`src/rtl/branch_defs.svh`:
```
`ifndef BRANCH_DEFS_SVH
`define BRANCH_DEFS_SVH

// ********************
// table sizes
// ********************

// index bits into the history table, one entry per word-aligned PC
`define BHT_DEPTH 10

// history bits per entry, also the pattern table index width
`define PHT_DEPTH 6

// ********************
// counter codes
// ********************

// the upper bit of each code is the predicted direction
`define CNT_SNT 2'b00
`define CNT_WNT 2'b01
`define CNT_WT  2'b11
`define CNT_ST  2'b10

// ********************
// opcodes
// ********************

// bltz, bgez, bltzal and bgezal share this opcode
`define OP_REGIMM    6'b000001
// beq, bne, blez and bgtz all have 0001 in the upper opcode nibble
`define OP_BRANCH_HI 4'b0001

`endif

```
`src/rtl/branchPkg.sv`:
```
package branchPkg;

    // ********************
    // instruction views
    // ********************

    // I-type layout used by beq, bne, blez and bgtz
    typedef struct packed {
        logic [5:0]  opcode;
        logic [4:0]  rs;
        logic [4:0]  rt;
        logic [15:0] offset;
    } branchForm_t;

    // REGIMM layout where the rt field selects the branch flavour
    typedef struct packed {
        logic [5:0]  opcode;
        logic [4:0]  rs;
        logic        link;
        logic [2:0]  zeroField;
        logic        gez;
        logic [15:0] offset;
    } regimmForm_t;

    // one decode-stage word, read through whichever view fits the opcode
    typedef union packed {
        branchForm_t branchForm;
        regimmForm_t regimmForm;
    } instrWord_t;

    // ********************
    // predictor state
    // ********************

    // two-bit saturating counter, encoded with the CNT_* codes
    typedef logic [1:0] counter_t;

endpackage

```
`src/rtl/branchDecode.sv`:
```
`timescale 1ns/1ps
`include "branch_defs.svh"

module branchDecode (
    input  branchPkg::instrWord_t instrD,
    input  logic [31:0]           pcD,
    output logic                  branchD,
    output logic [31:0]           predTargetD
);

    import branchPkg::*;

    logic        isBranchGroup;
    logic        isRegimmBranch;
    logic [31:0] offsetExt;

    // ********************
    // branch detection
    // ********************

    // beq, bne, blez and bgtz sit together in opcodes 000100 to 000111
    assign isBranchGroup = (instrD.branchForm.opcode[5:2] == `OP_BRANCH_HI);

    // only rt patterns x000x are conditional branches, the rest of REGIMM is not
    assign isRegimmBranch = (instrD.regimmForm.opcode == `OP_REGIMM) &&
                            (instrD.regimmForm.zeroField == 3'b000);

    assign branchD = isBranchGroup | isRegimmBranch;

    // ********************
    // target
    // ********************

    // word offset, sign-extended and turned into a byte offset
    assign offsetExt = {{14{instrD.branchForm.offset[15]}},
                        instrD.branchForm.offset,
                        2'b00};

    // relative to the delay slot address
    assign predTargetD = pcD + 32'd4 + offsetExt;

endmodule

```
`config.mk`:
```
export PLATFORM = sky130hd
export DESIGN_NAME = branchDecode
export DESIGN_NICKNAME = d
export VERILOG_FILES = /design/src/rtl/branchPkg.sv /design/src/rtl/branchDecode.sv
export VERILOG_INCLUDE_DIRS = /design/src /design/src/rtl
export SDC_FILE = /design/constraint.sdc
export NUM_CORES = 1
export LEC_CHECK = 0
export BUFFER_PORTS_ARGS = -buffer_cell sky130_fd_sc_hd__buf_2
export CAP_MARGIN = 20
export CORE_MARGIN = 4
export CORE_UTILIZATION = 44
export DETAILED_ROUTE_END_ITERATION = 6
export PLACE_DENSITY = 0.81
export SLEW_MARGIN = 10
export SYNTH_ARGS = -nofsm -noshare
export SYNTH_HDL_FRONTEND = slang
export SYNTH_SLANG_ARGS = --single-unit
```
`constraint.sdc`:
```
create_clock -name vclk -period 2.65
set_input_delay 0.1325 -clock vclk [all_inputs]
set_output_delay 0.1325 -clock vclk [all_outputs]
set_load 0.01 [all_outputs]
```
==> impl_metrics.tcl <==
set metrics [dict create \
    cap_violations 0 \
    p_clk_share_pct 0 \
    register_area_sq_um 0 \
    fin_tns_setup_ps 0 \
    first_pass_iters 4 \
    core_sq_um 4090 \
    die_y_um 73.8 \
    finalNetCount 467 \
    worstPathRequired_ps 2520 \
    syn_area_sq_um 1900 \
    stdcell_count 393 \
    yosysWarnings 0 \
    die-area_sq_um 5440 \
    met1Wirelength_um 2250 \
    switching_power_mw 0.477 \
    hold_start "pcD[0]" \
    yosys-top-cells-area "ha_1, a21oi_1, xnor2_1, xor2_1, a21o_1" \
    wl_met3_um 291 \
    maxSlewViolCount 0 \
    drc 0 \
    die_w_um 73.8 \
    worst_pin_slew_ps 360 \
    area_delta_synth_final_pct 44.0 \
    hold_viol_final 0 \
    grt_usage_pct 17.1 \
    max_freq_ghz 0.396 \
    synthTopCellsByCount "ha_1, a21oi_1, nand2_1, xnor2_1, nor2_1" \
    synth.yosys.seq_area_share_pct 0 \
    syn-instance-count 242 \
    holdBufCountCts 0 \
    slowest_stage "ha_1" \
    ios 97 \
    grt_pass1_vias 2032 \
    slew_headroom_pct 76.0 \
    flops_and_latches 0 \
    fin_crit_sh_pct 95.4 \
    pwr-share-comb_pct 100.0 \
    dp.cells 390 \
    synth_nets 364 \
    place_hpwl_um 4260 \
    route.met2.wl_um 2540 \
    routed_wl_um 5150 \
    start_kind "input pin" \
    nClkBuffers 0 \
    synth.distinct_cells 45 \
    wire_per_inst_um 13.1 \
    cellPowerDensity_nw_per_um2 335 \
    end_kind "primary output" \
    p_seq_share_pct 0 \
    grt_pass1_wl_um 7960 \
    ant_nets 0 \
    vdd_drop_max_v 0.000172 \
    synth_largest_area_cell "ha_1" \
    min_period_ps 2530 \
    avgSynthCellArea_sq_um 7.87 \
    worstSetupPathType "input pin to primary output" \
    status "finished, final reports clean" \
    drive_gt1_share_pct 40.8 \
    path_max_fanout 8 \
    setup_violations 0 \
    rsz0062_at_grt "true" \
    p_leak_nw 1.41 \
    grt_overflow 0 \
    p_int_mw 0.443 \
    place.gp.congestion 0.892 \
    hp-class "input pin to primary output" \
    initial_core_util_pct 46.6 \
    top_layer "met4" \
    post-synth-top-count-cell "ha_1" \
    core.rowCount 23 \
    slowest_delay_ps 360 \
    worstPathCellList "buf_2 > ha_1 > ha_1 > and2_1 > and3_1 > a22oi_1 > nand2_1 > or2_4 > a31oi_4 > xnor2_1 > buf_2" \
    drtIter0Drc 96 \
    via_per_inst 5.49 \
    antenna_found_initial 0 \
    hold_end "predTargetD[0]" \
    power_mw 0.920 \
    synth_top_area_share_pct 37.5 \
    numPortBuffers 86 \
    antenna_cells 0 \
    grt_start_max_net_pins 11 \
    switching_share_pct 51.8 \
    min_path_cells 0 \
    critPathArrivalTime_ps 2400 \
    num_vias 2157 \
]
through the flow:
step / cell area (sq um) / setup slack [ps] / hold WS, ps / util, %
after CTS: 2550 / -3.64 / 265 / 62.4
after global placement: 2510 / -158 / 265 / 61.3
after floorplan: 1900 / 33.6 / 315 / -
final: 2740 / 122 / 265 / 67.1
after global routing: 2740 / -22.9 / 265 / 67.1
after detailed placement: 2510 / -260 / 265 / 61.3
power by group through the flow:
stage	Clock (mW)	Sequential (mW)	Combinational [mW]
after floorplan	0	0	0.536
after global placement	0	0	0.815
after detailed placement	0	0	0.834
after CTS	0	0	0.856
after global routing	0	0	1.02
final	0	0	0.920
cell usage in the layout, fill, tap and decap left out, types with 3 or more instances in the layout:
cell type / n
o21ai_1: 8
o21bai_1: 3
buf_2: 82
o21a_1: 4
a21o_1: 12
and3_1: 4
inv_1: 3
ha_4: 9
a31oi_1: 3
ha_1: 47
a21oi_1: 28
nor3_1: 3
buf_4: 22
nand3_1: 3
nor2b_1: 3
nor2_1: 14
o21ai_0: 8
xor2_1: 11
xnor2_1: 15
buf_6: 4
nand2_1: 17
cell type report:
cell class / count / area, sq um
Timing Repair Buffer: 108 / 621
Inverter: 6 / 25.0
Fill cell: 357 / 1340
Tap cell: 50 / 62.6
Multi-Input combinational cell: 229 / 2030
what timing repair did:
action / 4_1_cts / 5_1_grt
endpoints found under the setup margin: 13 / 12
gates resized for setup: 8 / 31
buffers inserted: 1 / 2
gates cloned: 0 / 0
pin swaps: 6 / 10
per-layer routing:
layer	vias up	GRT usage [%]
met3	8	1.50
met2	70	32.6
met1	964	21.1
met5	-	0
met4	0	1.81
li1	1115	-
cell families (layout without fill, tap and decap cells):
kind of cell / count (synthesis) / count (layout) / synth area share [%]
AOI/OAI and AO/OA: 86 / 86 / 30.4
adders and majority gates: 58 / 58 / 38.5
buffers and inverters: 13 / 114 / 2.96
xor gates and xnor gates: 27 / 27 / 12.4
and+or+nand+nor: 58 / 58 / 15.8
worst max-delay path, delay by kind of cell:
| family | cells | cell delay (ps) |
|---|---|---|
| AO/OA/AOI/OAI | 2 | 330 |
| XOR/XNOR | 1 | 120 |
| adder cells (fa/ha/maj) | 2 | 670 |
| buffers and inverters | 2 | 290 |
| AND/OR/NAND/NOR | 4 | 850 |
worst max path at each step:
stage	start	end	slack, ps	cells past startpoint
2_1_floorplan	instrD[1]	predTargetD[25]	30	10
3_3_place_gp	instrD[1]	predTargetD[25]	-160	12
3_5_place_dp	instrD[1]	predTargetD[25]	-260	12
4_1_cts	instrD[1]	predTargetD[25]	-4	12
5_1_grt	instrD[5]	predTargetD[31]	-20	11
6_report	instrD[15]	predTargetD[22]	120	11
No activity file was read; power rests on OpenSTA's default activity.
