$ cat config.mk
export PLATFORM = sky130hd
export DESIGN_NAME = patternTable
export DESIGN_NICKNAME = d
export VERILOG_FILES = /design/src/rtl/branchPkg.sv /design/src/rtl/patternTable.sv
export VERILOG_INCLUDE_DIRS = /design/src /design/src/rtl
export SDC_FILE = /design/constraint.sdc
export NUM_CORES = 1
export LEC_CHECK = 0
export BUFFER_PORTS_ARGS = -buffer_cell sky130_fd_sc_hd__buf_2
export CORE_ASPECT_RATIO = 0.5
export CORE_MARGIN = 2
export CORE_UTILIZATION = 55
export CTS_CLUSTER_SIZE = 8
export DETAILED_ROUTE_END_ITERATION = 12
export PLACE_DENSITY = 0.72
export SETUP_SLACK_MARGIN = 0.1
export SYNTH_ARGS = -nofsm -noshare
export SYNTH_HDL_FRONTEND = slang
export SYNTH_SLANG_ARGS = --single-unit
$ cat constraint.sdc
create_clock -name clk -period 6.5 [get_ports clk]
set_input_delay 0.65 -clock clk [delete_from_list [all_inputs] [get_ports clk]]
set_output_delay 0.65 -clock clk [all_outputs]
set_load 0.05 [all_outputs]
$ cat src/rtl/branch_defs.svh
`ifndef BRANCH_DEFS_SVH
`define BRANCH_DEFS_SVH

// ********************
// table sizes
// ********************

// index bits into the history table, one entry per word-aligned PC
`define BHT_DEPTH 10

// history bits per entry, also the pattern table index width
`define PHT_DEPTH 6

// ********************
// counter codes
// ********************

// the upper bit of each code is the predicted direction
`define CNT_SNT 2'b00
`define CNT_WNT 2'b01
`define CNT_WT  2'b11
`define CNT_ST  2'b10

// ********************
// opcodes
// ********************

// bltz, bgez, bltzal and bgezal share this opcode
`define OP_REGIMM    6'b000001
// beq, bne, blez and bgtz all have 0001 in the upper opcode nibble
`define OP_BRANCH_HI 4'b0001

`endif

$ cat src/rtl/branchPkg.sv
package branchPkg;

    // ********************
    // instruction views
    // ********************

    // I-type layout used by beq, bne, blez and bgtz
    typedef struct packed {
        logic [5:0]  opcode;
        logic [4:0]  rs;
        logic [4:0]  rt;
        logic [15:0] offset;
    } branchForm_t;

    // REGIMM layout where the rt field selects the branch flavour
    typedef struct packed {
        logic [5:0]  opcode;
        logic [4:0]  rs;
        logic        link;
        logic [2:0]  zeroField;
        logic        gez;
        logic [15:0] offset;
    } regimmForm_t;

    // one decode-stage word, read through whichever view fits the opcode
    typedef union packed {
        branchForm_t branchForm;
        regimmForm_t regimmForm;
    } instrWord_t;

    // ********************
    // predictor state
    // ********************

    // two-bit saturating counter, encoded with the CNT_* codes
    typedef logic [1:0] counter_t;

endpackage

$ cat src/rtl/patternTable.sv
`timescale 1ns/1ps
`include "branch_defs.svh"

module patternTable (
    input  logic                  clk,
    input  logic                  rst,
    input  logic                  branchD,
    input  logic [`PHT_DEPTH-1:0] historyD,
    input  logic [`PHT_DEPTH-1:0] historyM,
    input  logic                  branchM,
    input  logic                  actualTakeM,
    output logic                  predTakeD
);

    import branchPkg::*;

    // one saturating counter per history pattern, shared by all branches
    counter_t pht [1 << `PHT_DEPTH];

    counter_t predCounter;
    counter_t updCounter;
    counter_t nextCounter;

    // ********************
    // prediction
    // ********************

    assign predCounter = pht[historyD];

    // upper counter bit gives the direction, non-branches never predict taken
    assign predTakeD = branchD & predCounter[1];

    // ********************
    // training
    // ********************

    assign updCounter = pht[historyM];

    // one step toward the actual outcome, holding at either end
    always_comb begin
        case (updCounter)
            `CNT_SNT: begin
                nextCounter = actualTakeM ? `CNT_WNT : `CNT_SNT;
            end
            `CNT_WNT: begin
                nextCounter = actualTakeM ? `CNT_WT : `CNT_SNT;
            end
            `CNT_WT: begin
                nextCounter = actualTakeM ? `CNT_ST : `CNT_WNT;
            end
            default: begin
                // strongly taken
                nextCounter = actualTakeM ? `CNT_ST : `CNT_WT;
            end
        endcase
    end

    // a counter only moves when the memory stage reports a real branch
    always_ff @(posedge clk) begin
        if (rst) begin
            for (int i = 0; i < (1 << `PHT_DEPTH); i++) begin
                pht[i] <= `CNT_WT;
            end
        end else if (branchM) begin
            pht[historyM] <= nextCounter;
        end
    end

endmodule

==> impl_metrics.toml, run 1 <==
[clock_tree]
cts_hold_buf = 0
ctsLongestPathBuffers = 2
post_cts_buffers = 0
cts.sinks = 128
cts_resized = 0
insertion_delay_ns = 0.42
clockRootBuffer = "clkbuf_16"
clkTransAtPathRegs_ns = 0.06
numCtsBuffers = 17
cts_tree = "built"
cts-htree-levels = 4

[timing]
tns_ns = 0
hold_viol_final = 0
whs_ns = 0.9996
final_max_slew_viol_count = 0
period_share = 0.6466
tightest_slew_ns = 1.052
rsz0062_at_grt = "no"
slew-limit-headroom = 0.2985
finalSetupViolations = 0
fin_skew_ns = 0.01000
max_freq_ghz = 0.2379
finalWorstPathRequiredPeriod_ns = 4.203

[worst_setup_path]
crit_path_start_kind = "primary input"
path_class = "primary input to flop"
critPathArrivalTime_ns = 4.36
r2r_start = "pht[11][1]"
setup.worst_path.start = "historyM[1]"
crit_required_ns = 6.66
critPathCaptureType = "flop"
crit_path_max_fanout = 45

[global_routing]
grt_pass1_wl_um = 27170
grt_antenna_before_repair = 0
groute.usage.overall = 0.2749
grt_pass1_vias = 4855
grt.overflow.total = 0
grt_max_degree = 67

[floorplan]
dieWidth_um = 163.8
die-area_um2 = 13750
rows = 29
initial_core_util = 0.5596
fp.coreArea_um2 = 12550
dieHeight_um = 83.92
io_pins = 18

[synth]
seq_area_frac_synth = 0.5471
ys_seq_elements = 128
synth.distinct_cells = 44
async_reset_ff_frac = 0
synth_top_cell_by_area = "edfxtp_1"
synth.area.top_cells = "edfxtp_1, mux4_2, nand2_1"
yosys_most_used_dff = "edfxtp_1"
synth_edf_count = 128
ys_warn_count = 0
synth_cells = 600
syn_area_um2 = 7025
synth_nets = 617
synth.top_cell.area_share = 0.5471
syn_avg_cell_area_um2 = 11.71

[pwr]
power_leakage_nw = 2.189
power.density_nw_per_um2 = 261.8
peakVddDrop_mv = 0.1358

[status]
status = "complete, no violations"

[finish]
largest_register_ffs = 128
layout_commonest_cell = "nand2_1"
fin_area_um2 = 7599
antenna_cells = 0
largest_register = "pht"
final_cell_mix = "nand2_1, edfxtp_1, nor2_1"
drive_above_1_share = 0.2656
largestRegisters = "pht: 128 flops"
area_growth_pct = 8.157
finalNetCount = 614

[placed_design]
placed_area_um2 = 7074
gp_congestion = 0.8749
hpwl_um = 11400
io_buffers = 17

[routing]
routed_wl_um = 17780
viasPerCell = 6.332
vias = 4939
drc_errors = 0
drt-initial-drc-count = 513
avgRoutedWirePerCell_um = 22.79
first_pass_iters = 6
drtAntennaViolNets = 0

[min_path]
hold_class = "primary input to flop"
min_from = "branchM"

[job]
cap_viol_max_count = 0
[worst max-delay path, cell delays in order]
cell and delay [ns]:
buf_2 0.52, buf_4 0.35, inv_1 0.17, nand4_1 0.13
a41oi_1 0.19, or4_1 0.56, nor3_2 0.38, mux2_2 0.95
buf_4 0.33, nand2_1 0.08
[where the power goes]
| part | total, mW | switching [mW] | internal (mW) |
|---|---|---|---|
| clock | 0.851 | 0.368 | 0.483 |
| sequential | 0.924 | 0.00512 | 0.919 |
| combinational | 0.214 | 0.148 | 0.0656 |
| total | 1.99 | 0.522 | 1.47 |
[Yosys cell counts, types with 6 or more instances]
cell,n
mux2i_1,13
clkbuf_1,14
buf_6,14
mux4_2,39
inv_1,6
edfxtp_1,128
nand3_1,9
a21oi_1,9
or2_2,65
nand2_1,148
nor2_1,69
buf_2,13
nand3b_1,8
[routing by layer]
metal | up-vias | part of all wire | global-route usage
li1 | 2159 | - | -
met1 | 2428 | 0.41 | 0.3688
met2 | 306 | 0.45 | 0.4121
met3 | 46 | 0.12 | 0.09488
met4 | 0 | 0.023 | 0.1132
met5 | - | 0 | 0
[through the flow]
step / utilization / power (mW) / instances / setup slack [ns]
detailed placement: 0.5635 / 1.151 / 748 / 1.948
floorplan: - / 1.118 / 600 / 2.869
global placement: 0.5635 / 1.149 / 748 / 1.998
finish: 0.6052 / 1.989 / 780 / 2.297
global route: 0.6052 / 2.039 / 780 / 2.121
CTS: 0.6052 / 1.988 / 780 / 2.383
[path summary, 6_finish.rpt]
path	to	slack (ns)	cells after the start
setup / recovery	pht[32][1]	2.30	10
hold / removal	pht[23][1]	1.0	5
setup reg to reg	pht[32][1]	2.89	8
hold reg to reg	pht[17][0]	1.50	6
[area by class of cell]
class                           instances  area (µm²)
Tap cell                              170       212.7
Clock buffer                           18       429.2
Sequential cell                       128        3844
Clock inverter                         14       95.09
Multi-Input combinational cell        421        2865
Inverter                                6       22.52
Fill cell                             998        4956
Timing Repair Buffer                   23       130.1
[kinds of logic after synthesis]
group	share of synthesized area
AND/OR/NAND/NOR	0.2199
AO/OA/AOI/OAI	0.03722
XOR/XNOR	0.002316
multiplexers	0.1467
buffers and inverters	0.04666
flip-flops	0.5471
(Power assumes the default switching activity.)
==> run 2: changes to the inputs <==
--- a/config.mk
+++ b/config.mk
@@ -12,7 +12,7 @@
 export CORE_UTILIZATION = 55
 export CTS_CLUSTER_SIZE = 8
 export DETAILED_ROUTE_END_ITERATION = 12
-export PLACE_DENSITY = 0.72
+export PLACE_DENSITY = 0.74
 export SETUP_SLACK_MARGIN = 0.1
 export SYNTH_ARGS = -nofsm -noshare
 export SYNTH_HDL_FRONTEND = slang
==> constraint.sdc (replaced) <==
create_clock -name clk -period 3.6 [get_ports clk]
set_input_delay 0.36 -clock clk [delete_from_list [all_inputs] [get_ports clk]]
set_output_delay 0.36 -clock clk [all_outputs]
set_load 0.05 [all_outputs]
==> impl_metrics.toml, run 2 (synthesis results as in run 1) <==
[clock_tree]
clkTransAtPathRegs_ns = 0.06
post_cts_buffers = 0
cts.sinks = 128
cts_hold_buf = 0
insertion_delay_ns = 0.42
cts_tree = "built"
numCtsBuffers = 17
cts_resized = 0
ctsLongestPathBuffers = 2
cts-htree-levels = 4
clockRootBuffer = "clkbuf_16"

[pwr]
power_mw = 3.678
peakVddDrop_mv = 0.3109
power.density_nw_per_um2 = 472.4
power_leakage_nw = 2.301

[finish]
largest_register = "pht"
final.fill_count = 955
antenna_cells = 0
area_growth_pct = 10.81
largest_register_ffs = 128
layout_commonest_cell = "nand2_1"
drive_above_1_share = 0.2871
finalNetCount = 631
regArea_um2 = 3844
largestRegisters = "pht: 128 flops"
final_cell_mix = "nand2_1, edfxtp_1, nor2_1"
multi_input_area_um2 = 2865

[timing]
finalSetupViolations = 0
fin_skew_ns = 0.01024
rsz0062_at_grt = "no"
final_max_slew_viol_count = 0
max_freq_ghz = 0.3298
hold_viol_final = 0
period_share = 0.8422
slew-limit-headroom = 0.4085
whs_ns = 0.3811
tns_ns = 0
finalWorstPathRequiredPeriod_ns = 3.032
tightest_slew_ns = 0.8853

[worst_setup_path]
path_class = "flop to flop"
crit_top_cell = "nand2_1"
r2r_slack_ns = 0.57
r2r_start = "pht[14][1]"
crit_path_start_kind = "flop"
crit_path_max_fanout = 39
reg2reg_to = "pht[42][1]"
crit_chain = "mux4_2 > nand2_1 > a21oi_1 > or4_1 > nor3_2 > mux2_2 > buf_4 > nand2_1"
critPathCaptureType = "flop"
worst_r2r_path_depth = 8
critPathMaxStageDelay_ns = 0.52
crit_required_ns = 3.75
critPathArrivalTime_ns = 3.18
slowest_stage = "or4_1"

[global_routing]
groute.usage.overall = 0.2837
grt_antenna_before_repair = 0
grt_pass1_vias = 5000
grt_max_degree = 62
grt.overflow.total = 0
grt_pass1_wl_um = 28330

[min_path]
worstHoldPathCells = 2
min_from = "rst"
hold_class = "primary input to flop"
whs_endpoint = "pht[37][1]"

[routing]
first_pass_iters = 5
vias = 5068
drtAntennaViolNets = 0
drc_errors = 0
avgRoutedWirePerCell_um = 22.94
routed_wl_um = 18280
drt-initial-drc-count = 600
viasPerCell = 6.359

[status]
status = "complete, no violations"

[floorplan]
fp.coreArea_um2 = 12550
io_pins = 18
initial_core_util = 0.5596
rows = 29
die-area_um2 = 13750
dieHeight_um = 83.92
dieWidth_um = 163.8

[placed_design]
gp_congestion = 0.8987
hpwl_um = 12060
io_buffers = 17

[job]
cap_viol_max_count = 0
## run 2: cell count changes in the layout (fill, tap and decap cells not counted)
cell	previous run	this run
clkinv_4	3	2
bufinv_16	0	1
clkinv_2	3	5
inv_6	1	2
clkinvlp_4	5	3
buf_4	6	20
buf_12	0	3
clkbuf_1	1	0
## run 2: how the worst max path moves through the flow
stage                            from          to  slack (ns)  cells past startpoint
after global routing      historyM[2]  pht[47][1]        0.42                      9
final                      pht[14][1]  pht[42][1]        0.57                      8
after detailed placement  historyM[2]  pht[42][1]        0.22                      9
after floorplan           historyD[0]   predTakeD        0.55                      6
after global placement    historyM[0]  pht[40][1]        0.29                     10
after CTS                 historyD[0]   predTakeD        0.57                      6
## run 2: power by group
part / switching, mW / leakage (nW) / internal [mW]
sequential: 0.00932 / 0.986 / 1.66
combinational: 0.273 / 1.05 / 0.144
clock: 0.651 / 0.264 / 0.942
## run 2: final cells by class
cell class                      count  share of cell area
Clock inverter                     15             0.01543
Multi-Input combinational cell    421              0.3680
Clock buffer                       17             0.05464
Timing Repair Buffer               40             0.03793
Tap cell                          170             0.02732
Sequential cell                   128              0.4937
Inverter                            6            0.002893
## run 2: critical path, delay by kind of cell (launching register included)
kind	cells	cell delay, ns
buffers and inverters	1	0.38
DFF	1	0.44
AOI/OAI and AO/OA	1	0.09
and+or+nand+nor	4	1.09
muxes	2	0.72
## run 2: through the flow
step | worst slack, ns | utilization | cell area [µm²] | cells
3_3_place_gp | 0.2888 | 0.5766 | 7239 | 765
5_1_grt | 0.4209 | 0.6201 | 7785 | 797
6_report | 0.5680 | 0.6201 | 7785 | 797
4_1_cts | 0.5694 | 0.6201 | 7785 | 797
2_1_floorplan | 0.5489 | - | 7025 | 600
3_5_place_dp | 0.2196 | 0.5766 | 7239 | 765
## run 2: metal layers
| layer | GRT usage | routed length, µm | up-vias |
|---|---|---|---|
| met5 | 0 | 0 | - |
| met4 | 0.1212 | 579 | 0 |
| met3 | 0.08346 | 1981 | 46 |
| met2 | 0.4202 | 8428 | 328 |
| met1 | 0.3933 | 7291 | 2497 |
| li1 | - | - | 2197 |
